==> src/pocket_pkg.sv <==
// shared types and constants for the debug key block, referenced by scoped name from each file
`default_nettype none

package pocket;

    // direction of one cartridge bank as seen from the core
    typedef enum logic {
        DIR_IN  = 1'b0,
        DIR_OUT = 1'b1
    } port_dir_t;

    // frame phase, shared by the transmitter and the receiver
    typedef enum logic [1:0] {
        IDLE  = 2'd0,
        START = 2'd1,
        DATA  = 2'd2,
        STOP  = 2'd3
    } uart_state_t;

    // APB register map, byte addresses on a 4-bit paddr
    typedef enum logic [3:0] {
        REG_CTRL   = 4'h0,
        REG_STATUS = 4'h4,
        REG_TXDATA = 4'h8,
        REG_RXDATA = 4'hC
    } reg_addr_t;

    // status register bit positions

    // debounced button level, live
    localparam int STAT_BUTTON   = 0;

    // sticky flag for any debounced button edge, write 1 to clear
    localparam int STAT_BTN_CHG  = 1;

    // transmitter still sending a frame
    localparam int STAT_TX_BUSY  = 2;

    // a received byte waits in RXDATA
    localparam int STAT_RX_VALID = 3;

    // a byte arrived before the previous one was read
    localparam int STAT_OVERRUN  = 4;

endpackage

`default_nettype wire

==> src/cart_ifs.sv <==
// cartridge bank and debug key bundles that connect the pin mapping to the top level
`timescale 1ns/1ps
`default_nettype none

// one 8-bit cartridge bank with split in, out and direction
interface port_if;
    logic [7:0]        data_out;
    logic [7:0]        data_in;
    pocket::port_dir_t dir;

    // core side picks the direction and drives the outgoing byte
    modport core (
        output dir,
        output data_out,
        input  data_in
    );

    // pad side samples what the core drives and returns the pins
    modport pad (
        input  dir,
        input  data_out,
        output data_in
    );
endinterface

// signals that reach the debug key through the cartridge port
interface debug_key_if;
    logic led;
    logic button;
    logic uart_tx;
    logic uart_rx;

    // pin mapping side
    modport key (
        input  led,
        input  uart_tx,
        output button,
        output uart_rx
    );

    // register and UART side
    modport host (
        output led,
        output uart_tx,
        input  button,
        input  uart_rx
    );
endinterface

`default_nettype wire

==> src/debug_key.sv <==
// maps LED, UART and button onto cartridge banks, instantiated once by the top level
`timescale 1ns/1ps
`default_nettype none

module debug_key #(
    parameter int debounce_cycles = 32
) (
    input  logic        clk,
    input  logic        rst_n,
    port_if.core        bank0,
    port_if.core        bank3,
    port_if.core        pin31,
    debug_key_if.key    key
);

    // counter wide enough to reach debounce_cycles - 1
    localparam int cnt_w = (debounce_cycles > 1) ? $clog2(debounce_cycles) : 1;

    logic             btn_meta;
    logic             btn_sync;
    logic             btn_state;
    logic [cnt_w-1:0] btn_cnt;
    logic             rx_meta;
    logic             rx_sync;

    always_comb begin
        // bank0 carries the outputs
        bank0.dir      = pocket::DIR_OUT;
        // bit 6 is TX, bit 5 is LED, everything else held low
        bank0.data_out = {1'b0, key.uart_tx, key.led, 5'b0_0000};
        // button and RX come in on bank3 and pin31
        bank3.dir      = pocket::DIR_IN;
        bank3.data_out = 8'h00;
        pin31.dir      = pocket::DIR_IN;
        pin31.data_out = 8'h00;
    end

    // button pin is active low, so flip before the synchronizer
    always_ff @(posedge clk) begin
        if (!rst_n) begin
            btn_meta  <= 1'b0;
            btn_sync  <= 1'b0;
            btn_state <= 1'b0;
            btn_cnt   <= '0;
        end else begin
            btn_meta <= ~bank3.data_in[0];
            btn_sync <= btn_meta;
            if (btn_sync == btn_state) begin
                // input agrees with the held level, restart the count
                btn_cnt <= '0;
            end else if (btn_cnt == cnt_w'(debounce_cycles - 1)) begin
                btn_state <= btn_sync;
                btn_cnt   <= '0;
            end else begin
                btn_cnt <= btn_cnt + 1'b1;
            end
        end
    end

    // RX idles high so the synchronizer resets high too
    always_ff @(posedge clk) begin
        if (!rst_n) begin
            rx_meta <= 1'b1;
            rx_sync <= 1'b1;
        end else begin
            rx_meta <= pin31.data_in[0];
            rx_sync <= rx_meta;
        end
    end

    assign key.button  = btn_state;
    assign key.uart_rx = rx_sync;

endmodule

`default_nettype wire

==> src/uart_tx.sv <==
// 8N1 serial transmitter, started by a one-cycle tx_start from the register block
`timescale 1ns/1ps
`default_nettype none

module uart_tx #(
    parameter int clks_per_bit = 16
) (
    input  logic       clk,
    input  logic       rst_n,
    input  logic       tx_start,
    input  logic [7:0] tx_data,
    output logic       tx_busy,
    output logic       tx_line
);

    localparam int cnt_w = (clks_per_bit > 1) ? $clog2(clks_per_bit) : 1;

    pocket::uart_state_t state;
    logic [cnt_w-1:0]    cnt;
    logic [2:0]          bit_idx;
    logic [7:0]          shift;
    logic                bit_done;

    // last cycle of the current bit time
    assign bit_done = (cnt == cnt_w'(clks_per_bit - 1));

    always_ff @(posedge clk) begin
        if (!rst_n) begin
            state   <= pocket::IDLE;
            cnt     <= '0;
            bit_idx <= '0;
            tx_line <= 1'b1;
        end else begin
            case (state)
                pocket::IDLE: begin
                    cnt     <= '0;
                    tx_line <= 1'b1;
                    if (tx_start) begin
                        // start bit goes out on the next cycle
                        state   <= pocket::START;
                        tx_line <= 1'b0;
                    end
                end
                pocket::START: begin
                    cnt <= bit_done ? '0 : cnt + 1'b1;
                    if (bit_done) begin
                        state   <= pocket::DATA;
                        bit_idx <= '0;
                        tx_line <= shift[0];
                    end
                end
                pocket::DATA: begin
                    cnt <= bit_done ? '0 : cnt + 1'b1;
                    if (bit_done) begin
                        if (bit_idx == 3'd7) begin
                            state   <= pocket::STOP;
                            tx_line <= 1'b1;
                        end else begin
                            bit_idx <= bit_idx + 1'b1;
                            tx_line <= shift[0];
                        end
                    end
                end
                default: begin
                    // stop bit, line already high
                    cnt <= bit_done ? '0 : cnt + 1'b1;
                    if (bit_done) begin
                        state <= pocket::IDLE;
                    end
                end
            endcase
        end
    end

    // LSB first, shift right as each bit is handed to the line
    always_ff @(posedge clk) begin
        if (state == pocket::IDLE && tx_start) begin
            shift <= tx_data;
        end else if (bit_done && (state == pocket::START || state == pocket::DATA)) begin
            shift <= {1'b0, shift[7:1]};
        end
    end

    assign tx_busy = (state != pocket::IDLE);

endmodule

`default_nettype wire

==> src/uart_rx.sv <==
// 8N1 serial receiver, fed by the synchronized RX pin and read through the register block
`timescale 1ns/1ps
`default_nettype none

module uart_rx #(
    parameter int clks_per_bit = 16
) (
    input  logic       clk,
    input  logic       rst_n,
    input  logic       rx_line,
    output logic       rx_valid,
    output logic [7:0] rx_byte
);

    localparam int cnt_w = (clks_per_bit > 1) ? $clog2(clks_per_bit) : 1;
    // offset from the falling edge to the middle of the start bit
    localparam int half = (clks_per_bit > 1) ? clks_per_bit / 2 : 1;

    pocket::uart_state_t state;
    logic [cnt_w-1:0]    cnt;
    logic [2:0]          bit_idx;
    logic [7:0]          shift;
    logic                rx_q;
    logic                fall;
    logic                bit_done;

    // falling edge on the line
    assign fall     = rx_q & ~rx_line;
    // sample point, every full bit time after mid start
    assign bit_done = (cnt == cnt_w'(clks_per_bit - 1));

    always_ff @(posedge clk) begin
        if (!rst_n) begin
            state    <= pocket::IDLE;
            cnt      <= '0;
            bit_idx  <= '0;
            rx_q     <= 1'b1;
            rx_valid <= 1'b0;
        end else begin
            rx_q     <= rx_line;
            // single cycle pulse
            rx_valid <= 1'b0;
            case (state)
                pocket::IDLE: begin
                    cnt <= '0;
                    if (fall) begin
                        state <= pocket::START;
                    end
                end
                pocket::START: begin
                    if (cnt == cnt_w'(half - 1)) begin
                        cnt     <= '0;
                        bit_idx <= '0;
                        // line back high means a glitch, not a start bit
                        state   <= rx_line ? pocket::IDLE : pocket::DATA;
                    end else begin
                        cnt <= cnt + 1'b1;
                    end
                end
                pocket::DATA: begin
                    cnt <= bit_done ? '0 : cnt + 1'b1;
                    if (bit_done) begin
                        if (bit_idx == 3'd7) begin
                            state <= pocket::STOP;
                        end else begin
                            bit_idx <= bit_idx + 1'b1;
                        end
                    end
                end
                default: begin
                    cnt <= bit_done ? '0 : cnt + 1'b1;
                    if (bit_done) begin
                        // mid stop bit, a low line drops the frame
                        state    <= pocket::IDLE;
                        rx_valid <= rx_line;
                    end
                end
            endcase
        end
    end

    // data bits arrive LSB first
    always_ff @(posedge clk) begin
        if (state == pocket::DATA && bit_done) begin
            shift <= {rx_line, shift[7:1]};
        end
    end

    // byte only moves out on a good stop bit
    always_ff @(posedge clk) begin
        if (state == pocket::STOP && bit_done && rx_line) begin
            rx_byte <= shift;
        end
    end

endmodule

`default_nettype wire

==> src/debug_regs.sv <==
// APB register block for the debug key, host access to LED, status, TX and RX
`timescale 1ns/1ps
`default_nettype none

module debug_regs (
    input  logic        clk,
    input  logic        rst_n,
    input  logic [3:0]  paddr,
    input  logic        psel,
    input  logic        penable,
    input  logic        pwrite,
    input  logic [31:0] pwdata,
    input  logic        tx_busy,
    input  logic        rx_valid,
    input  logic [7:0]  rx_byte,
    input  logic        button,
    output logic [31:0] prdata,
    output logic        pready,
    output logic        pslverr,
    output logic        led,
    output logic        tx_start,
    output logic [7:0]  tx_data
);

    pocket::reg_addr_t addr;
    logic              access;
    logic              wr;
    logic              rd;
    logic              err;
    logic              tx_busy_any;
    logic              led_q;
    logic              btn_prev;
    logic              btn_chg;
    logic              rx_full;
    logic              overrun;

    assign addr   = pocket::reg_addr_t'(paddr);
    // access phase of a transfer, always zero wait
    assign access = psel & penable;
    assign wr     = access & pwrite;
    assign rd     = access & ~pwrite;
    assign pready = 1'b1;

    // covers the cycle between accepting a byte and the transmitter going busy
    assign tx_busy_any = tx_busy | tx_start;

    always_comb begin
        prdata = 32'h0000_0000;
        err    = 1'b0;
        case (addr)
            pocket::REG_CTRL: begin
                prdata[0] = led_q;
            end
            pocket::REG_STATUS: begin
                prdata[pocket::STAT_BUTTON]   = button;
                prdata[pocket::STAT_BTN_CHG]  = btn_chg;
                prdata[pocket::STAT_TX_BUSY]  = tx_busy_any;
                prdata[pocket::STAT_RX_VALID] = rx_full;
                prdata[pocket::STAT_OVERRUN]  = overrun;
            end
            pocket::REG_TXDATA: begin
                // write only, refused while a frame is in flight
                err = pwrite & tx_busy_any;
            end
            pocket::REG_RXDATA: begin
                prdata[7:0] = rx_byte;
                err         = pwrite;
            end
            default: begin
                err = 1'b1;
            end
        endcase
    end

    assign pslverr = access & err;

    always_ff @(posedge clk) begin
        if (!rst_n) begin
            led_q    <= 1'b0;
            tx_start <= 1'b0;
            btn_prev <= 1'b0;
            btn_chg  <= 1'b0;
            rx_full  <= 1'b0;
            overrun  <= 1'b0;
        end else begin
            tx_start <= wr && addr == pocket::REG_TXDATA && !tx_busy_any;
            btn_prev <= button;
            if (wr && addr == pocket::REG_CTRL) begin
                led_q <= pwdata[0];
            end
            // a new edge wins over a clear in the same cycle
            if (button != btn_prev) begin
                btn_chg <= 1'b1;
            end else if (wr && addr == pocket::REG_STATUS && pwdata[pocket::STAT_BTN_CHG]) begin
                btn_chg <= 1'b0;
            end
            if (rx_valid) begin
                rx_full <= 1'b1;
            end else if (rd && addr == pocket::REG_RXDATA) begin
                rx_full <= 1'b0;
            end
            // previous byte still unread when the next one lands
            if (rx_valid && rx_full) begin
                overrun <= 1'b1;
            end else if (wr && addr == pocket::REG_STATUS && pwdata[pocket::STAT_OVERRUN]) begin
                overrun <= 1'b0;
            end
        end
    end

    // byte handed to the transmitter with the start pulse
    always_ff @(posedge clk) begin
        if (wr && addr == pocket::REG_TXDATA && !tx_busy_any) begin
            tx_data <= pwdata[7:0];
        end
    end

    assign led = led_q;

endmodule

`default_nettype wire

==> src/debug_key_top.sv <==
// debug key subsystem top level, APB slave on one side and cartridge pins on the other
`timescale 1ns/1ps
`default_nettype none

module debug_key_top #(
    parameter int clks_per_bit    = 16,
    parameter int debounce_cycles = 32
) (
    input  logic              clk,
    input  logic              rst_n,
    input  logic [3:0]        paddr,
    input  logic              psel,
    input  logic              penable,
    input  logic              pwrite,
    input  logic [31:0]       pwdata,
    output logic [31:0]       prdata,
    output logic              pready,
    output logic              pslverr,
    output logic [7:0]        bank0_data_out,
    output pocket::port_dir_t bank0_dir,
    input  logic [7:0]        bank3_data_in,
    output pocket::port_dir_t bank3_dir,
    input  logic              pin31_data_in,
    output pocket::port_dir_t pin31_dir
);

    logic       tx_start;
    logic [7:0] tx_data;
    logic       tx_busy;
    logic       rx_valid;
    logic [7:0] rx_byte;

    port_if      bank0 ();
    port_if      bank3 ();
    port_if      pin31 ();
    debug_key_if key_bus ();

    // pad side of the three banks
    assign bank0_data_out = bank0.data_out;
    assign bank0_dir      = bank0.dir;
    // bank0 is output only, nothing comes back
    assign bank0.data_in  = 8'h00;
    assign bank3.data_in  = bank3_data_in;
    assign bank3_dir      = bank3.dir;
    // pin31 is a single pin on bit 0
    assign pin31.data_in  = {7'b000_0000, pin31_data_in};
    assign pin31_dir      = pin31.dir;

    debug_regs u_regs (
        .clk      (clk),
        .rst_n    (rst_n),
        .paddr    (paddr),
        .psel     (psel),
        .penable  (penable),
        .pwrite   (pwrite),
        .pwdata   (pwdata),
        .tx_busy  (tx_busy),
        .rx_valid (rx_valid),
        .rx_byte  (rx_byte),
        .button   (key_bus.button),
        .prdata   (prdata),
        .pready   (pready),
        .pslverr  (pslverr),
        .led      (key_bus.led),
        .tx_start (tx_start),
        .tx_data  (tx_data)
    );

    uart_tx #(.clks_per_bit(clks_per_bit)) u_tx (
        .clk      (clk),
        .rst_n    (rst_n),
        .tx_start (tx_start),
        .tx_data  (tx_data),
        .tx_busy  (tx_busy),
        .tx_line  (key_bus.uart_tx)
    );

    uart_rx #(.clks_per_bit(clks_per_bit)) u_rx (
        .clk      (clk),
        .rst_n    (rst_n),
        .rx_line  (key_bus.uart_rx),
        .rx_valid (rx_valid),
        .rx_byte  (rx_byte)
    );

    debug_key #(.debounce_cycles(debounce_cycles)) u_key (
        .clk   (clk),
        .rst_n (rst_n),
        .bank0 (bank0),
        .bank3 (bank3),
        .pin31 (pin31),
        .key   (key_bus)
    );

endmodule

`default_nettype wire

==> config.mk <==
export PLATFORM = sky130hd
export DESIGN_NAME = debug_key_top
export DESIGN_NICKNAME = d
export VERILOG_FILES = /design/src/pocket_pkg.sv /design/src/cart_ifs.sv /design/src/debug_key.sv /design/src/uart_tx.sv /design/src/uart_rx.sv /design/src/debug_regs.sv /design/src/debug_key_top.sv
export SDC_FILE = /design/constraint.sdc
export NUM_CORES = 1
export LEC_CHECK = 0
export BUFFER_PORTS_ARGS = -buffer_cell sky130_fd_sc_hd__buf_2
export CAP_MARGIN = 20
export CORE_MARGIN = 2
export CORE_UTILIZATION = 51
export CTS_CLUSTER_DIAMETER = 200
export CTS_CLUSTER_SIZE = 24
export DETAILED_ROUTE_END_ITERATION = 10
export PLACE_DENSITY = 0.79
export SYNTH_ARGS = -nofsm -noshare
export SYNTH_HDL_FRONTEND = slang
export SYNTH_SLANG_ARGS = --single-unit
==> constraint.sdc <==
create_clock -name clk -period 2.3 [get_ports clk]
set_clock_uncertainty 0.2 [all_clocks]
set_input_delay 0.23 -clock clk [delete_from_list [all_inputs] [get_ports clk]]
set_output_delay 0.23 -clock clk [all_outputs]
set_load 0.1 [all_outputs]
==> results.tsv <==
stage	metric	value	unit
status	status	completed	
sta	slew_viol_final	0	
sta	setup_violations	0	
synthesis	synth_area_leaders	edfxtp_1, dfxtp_1, buf_4	
synthesis	async_reset_ff_share	0	%
floorplan	core_area	0.00589	mm^2
synthesis	synth_ff_type	dfxtp_1	
power_and_ir_drop	ir_drop	0.648	mV
sta	fin_crit	2.18	ns
clock_tree	clockBufferDepth	2	
synthesis	synth_cell_types	49	
floorplan	chipWidth	82.0	um
sta	worst_slack	0.123	ns
final_layout	syn_to_final_growth	17.3	%
setup_path	cp_max_fo	6	
detailed_routing	vias	1959	
final_layout	n_fill_cell	474	
sta	grt_setup_unrepaired	false	
setup_path	arrival	1.75	ns
floorplan	start_util	52.7	%
setup_path	critPathCaptureType	output pin	
detailed_routing	drcViolationCount	0	
setup_path	reg2regPathDepth	4	
detailed_routing	post_drt_wl_per_cell	13.3	um
power_and_ir_drop	p_leak	1.49	nW
placed_design	port_buffers	29	
floorplan	die_h	82.0	um
grt	grt_pass1_wl	8450	um
detailed_routing	viasPerCell	4.87	
synthesis	synth-edff-count	32	
final_layout	seqCellArea	0.00170	mm^2
setup_path	crit_start	u_tx.state[1]	
sta	whs	0.0172	ns
grt	gr-total-overflow	0	
clock_tree	cts_htree_levels	3	
synthesis	synth_top_area_cell	edfxtp_1	
grt	grt_max_degree	18	
setup_path	start_kind	register	
clock_tree	cts_tree	built	
setup_path	worstReg2RegStart	u_tx.state[1]	
grt	grt_pass1_vias	1825	
synthesis	synth_top_cells_by_count	dfxtp_1, buf_4, edfxtp_1	
min_path	worstHoldPathType	in2reg	
setup_path	path_class	reg2out	
synthesis	syn_inst	272	
clock_tree	cts-root-buf	clkbuf_8	
sta	final.period_utilization	94.7	%
floorplan	num_rows	28	
setup_path	crit_cells	6	
floorplan	die-area	0.00672	mm^2
setup_path	worstPathRequired	1.87	ns
synthesis	yosys_warnings	0	
final_layout	n_antenna_cell	0	
clock_tree	cts.clk_slew.worst_paths	0.07	ns
clock_tree	cts_setup_buffers	0	
detailed_routing	drt_iter0_drc	110	
min_path	hold_path_depth	3	
setup_path	path_cells	inv_1, ha_1, nand2b_2, o211ai_1, a21oi_2, buf_12	
sta	final-hold-violation-count	0	
synthesis	synth_top_area_share	31.0	%
final_layout	fin_cells	402	
setup_path	crit_family	flip-flops	
sta	max_freq	459	MHz
sta	max-slew-margin-rel	52.8	%
clock_tree	cts_made_buffers	9	
synthesis	synth_most_common_cell	dfxtp_1	
synthesis	avgSynthCellArea	11.4	um^2
min_path	hp-start	rst_n	
detailed_routing	routed_wl	5350	um
run	cap_viol_max_count	0	
setup_path	max_stage_delay	0.40	ns
sta	tns	0	ns
placed_design	place_inst	373	
power_and_ir_drop	powerDensity	866	mW/mm^2
setup_path	worst-path-buf-inv	2	
detailed_routing	drtAntennaViolNets	0	
placed_design	place_ws	0.00454	ns
synthesis	ys_seq_elements	69	
placed_design	dpl.hpwl	3760	um
floorplan	ioPinCount	95	
final_layout	num-nets-final	384	
clock_tree	cts.sink_count	69	
grt	antenna_found_initial	0	
power_and_ir_drop	finalPower	3.15	mW
setup_path	crit_slowest_cell	dfxtp_1	
detailed_routing	drtPass1Iterations	4	
synthesis	ys_seq_area_share	54.9	%
sta	max_slew.worst_pin.slew	0.703	ns
grt	grtUsageTotal	17.2	%
placed_design	finalWeightedCongestion	0.781	
clock_tree	insertion_delay	0.34	ns
synthesis	syn_area	0.00310	mm^2
final_layout	multiInputGateArea	0.00120	mm^2
final_layout	drive_gt1_share	20.2	%
## worst paths after layout
| kind | slack [ns] | end |
|---|---|---|
| setup / recovery | 0.12 | pslverr |
| hold / removal | 0.02 | u_tx.bit_idx[2] |
| setup reg to reg | 0.30 | u_tx.shift[3] |
| hold reg to reg | 0.22 | u_key.key.uart_rx |
## where the power goes
part	switching [mW]	internal, mW
Clock	0.461	0.837
Sequential	0.0179	1.30
Combinational	0.429	0.106
Total	0.908	2.24
## layer usage
layer,wire (um),up-vias,GRT usage [%]
li1,-,987,-
met1,2210,910,20.0
met2,2730,49,28.2
met3,298,13,6.70
met4,113,0,7.67
met5,0,-,0
## what timing repair did
| action | in CTS | in global routing |
|---|---|---|
| setup endpoints to repair | 9 | 1 |
| hold buffers | 13 | 0 |
| endpoints found under the hold margin | 14 | 0 |
| resized for setup | 2 | 1 |
| gates cloned | 0 | 0 |
## stage by stage
stage               area [um^2]  utilization (%)
global route               3640             61.8
floorplan                  3230                -
detailed placement         3230             54.9
CTS                        3630             61.7
global placement           3230             54.9
finish                     3640             61.8
## area by class of cell
cell class,instances,area share (%)
sequential,69,46.8
clock inverter,7,4.03
inverter,9,0.998
tap,75,2.58
timing repair buffer,48,9.29
multi-input combinational,185,32.9
clock buffer,9,3.41
## worst register-to-register path, delay by kind of cell (launching register included)
| family | cells | cell delay (ns) |
|---|---|---|
| DFF | 1 | 0.40 |
| adders and majority gates | 1 | 0.29 |
| buffers and inverters | 2 | 0.16 |
| AOI/OAI and AO/OA | 1 | 0.58 |
## cell families (layout without fill, tap and decap cells)
family | Yosys count | in the layout | share of synthesized area, %
AND/OR/NAND/NOR | 83 | 83 | 14.7
XOR/XNOR | 9 | 9 | 2.54
adder cells (fa/ha/maj) | 12 | 12 | 4.84
other | 2 | 34 | 0.242
AO/OA/AOI/OAI | 33 | 33 | 7.18
buffers and inverters | 50 | 73 | 10.8
multiplexers | 14 | 14 | 4.80
flip-flops | 69 | 69 | 54.9
## registers in the layout, summed over array words and instances, names as in the netlist, 2 cells and up
register and cells:
u_tx.shift 8, u_rx.rx_byte 8, u_tx.bit_idx 3, u_key.btn_cnt 5, u_rx.bit_idx 3, u_rx.shift 8, u_tx.cnt 4, u_rx.cnt 4
u_regs.tx_data 8, u_rx.state 2, u_tx.state 2
## cells in the final DEF (no fill, tap or decap), drive strengths merged, types with 5 or more instances in the layout
master       instances
edfxtp              32
nand2                8
xor2                 5
mux2                 7
mux2i                7
conb                34
nand2b               6
o21ai                8
nor2                26
buf                 35
inv                 10
dfxtp               37
a21oi                7
dlygate4sd3         13
clkbuf               9
nand3               13
and2                 7
nor3                 5
ha                  12
No activity file was read; power rests on OpenSTA's default activity.
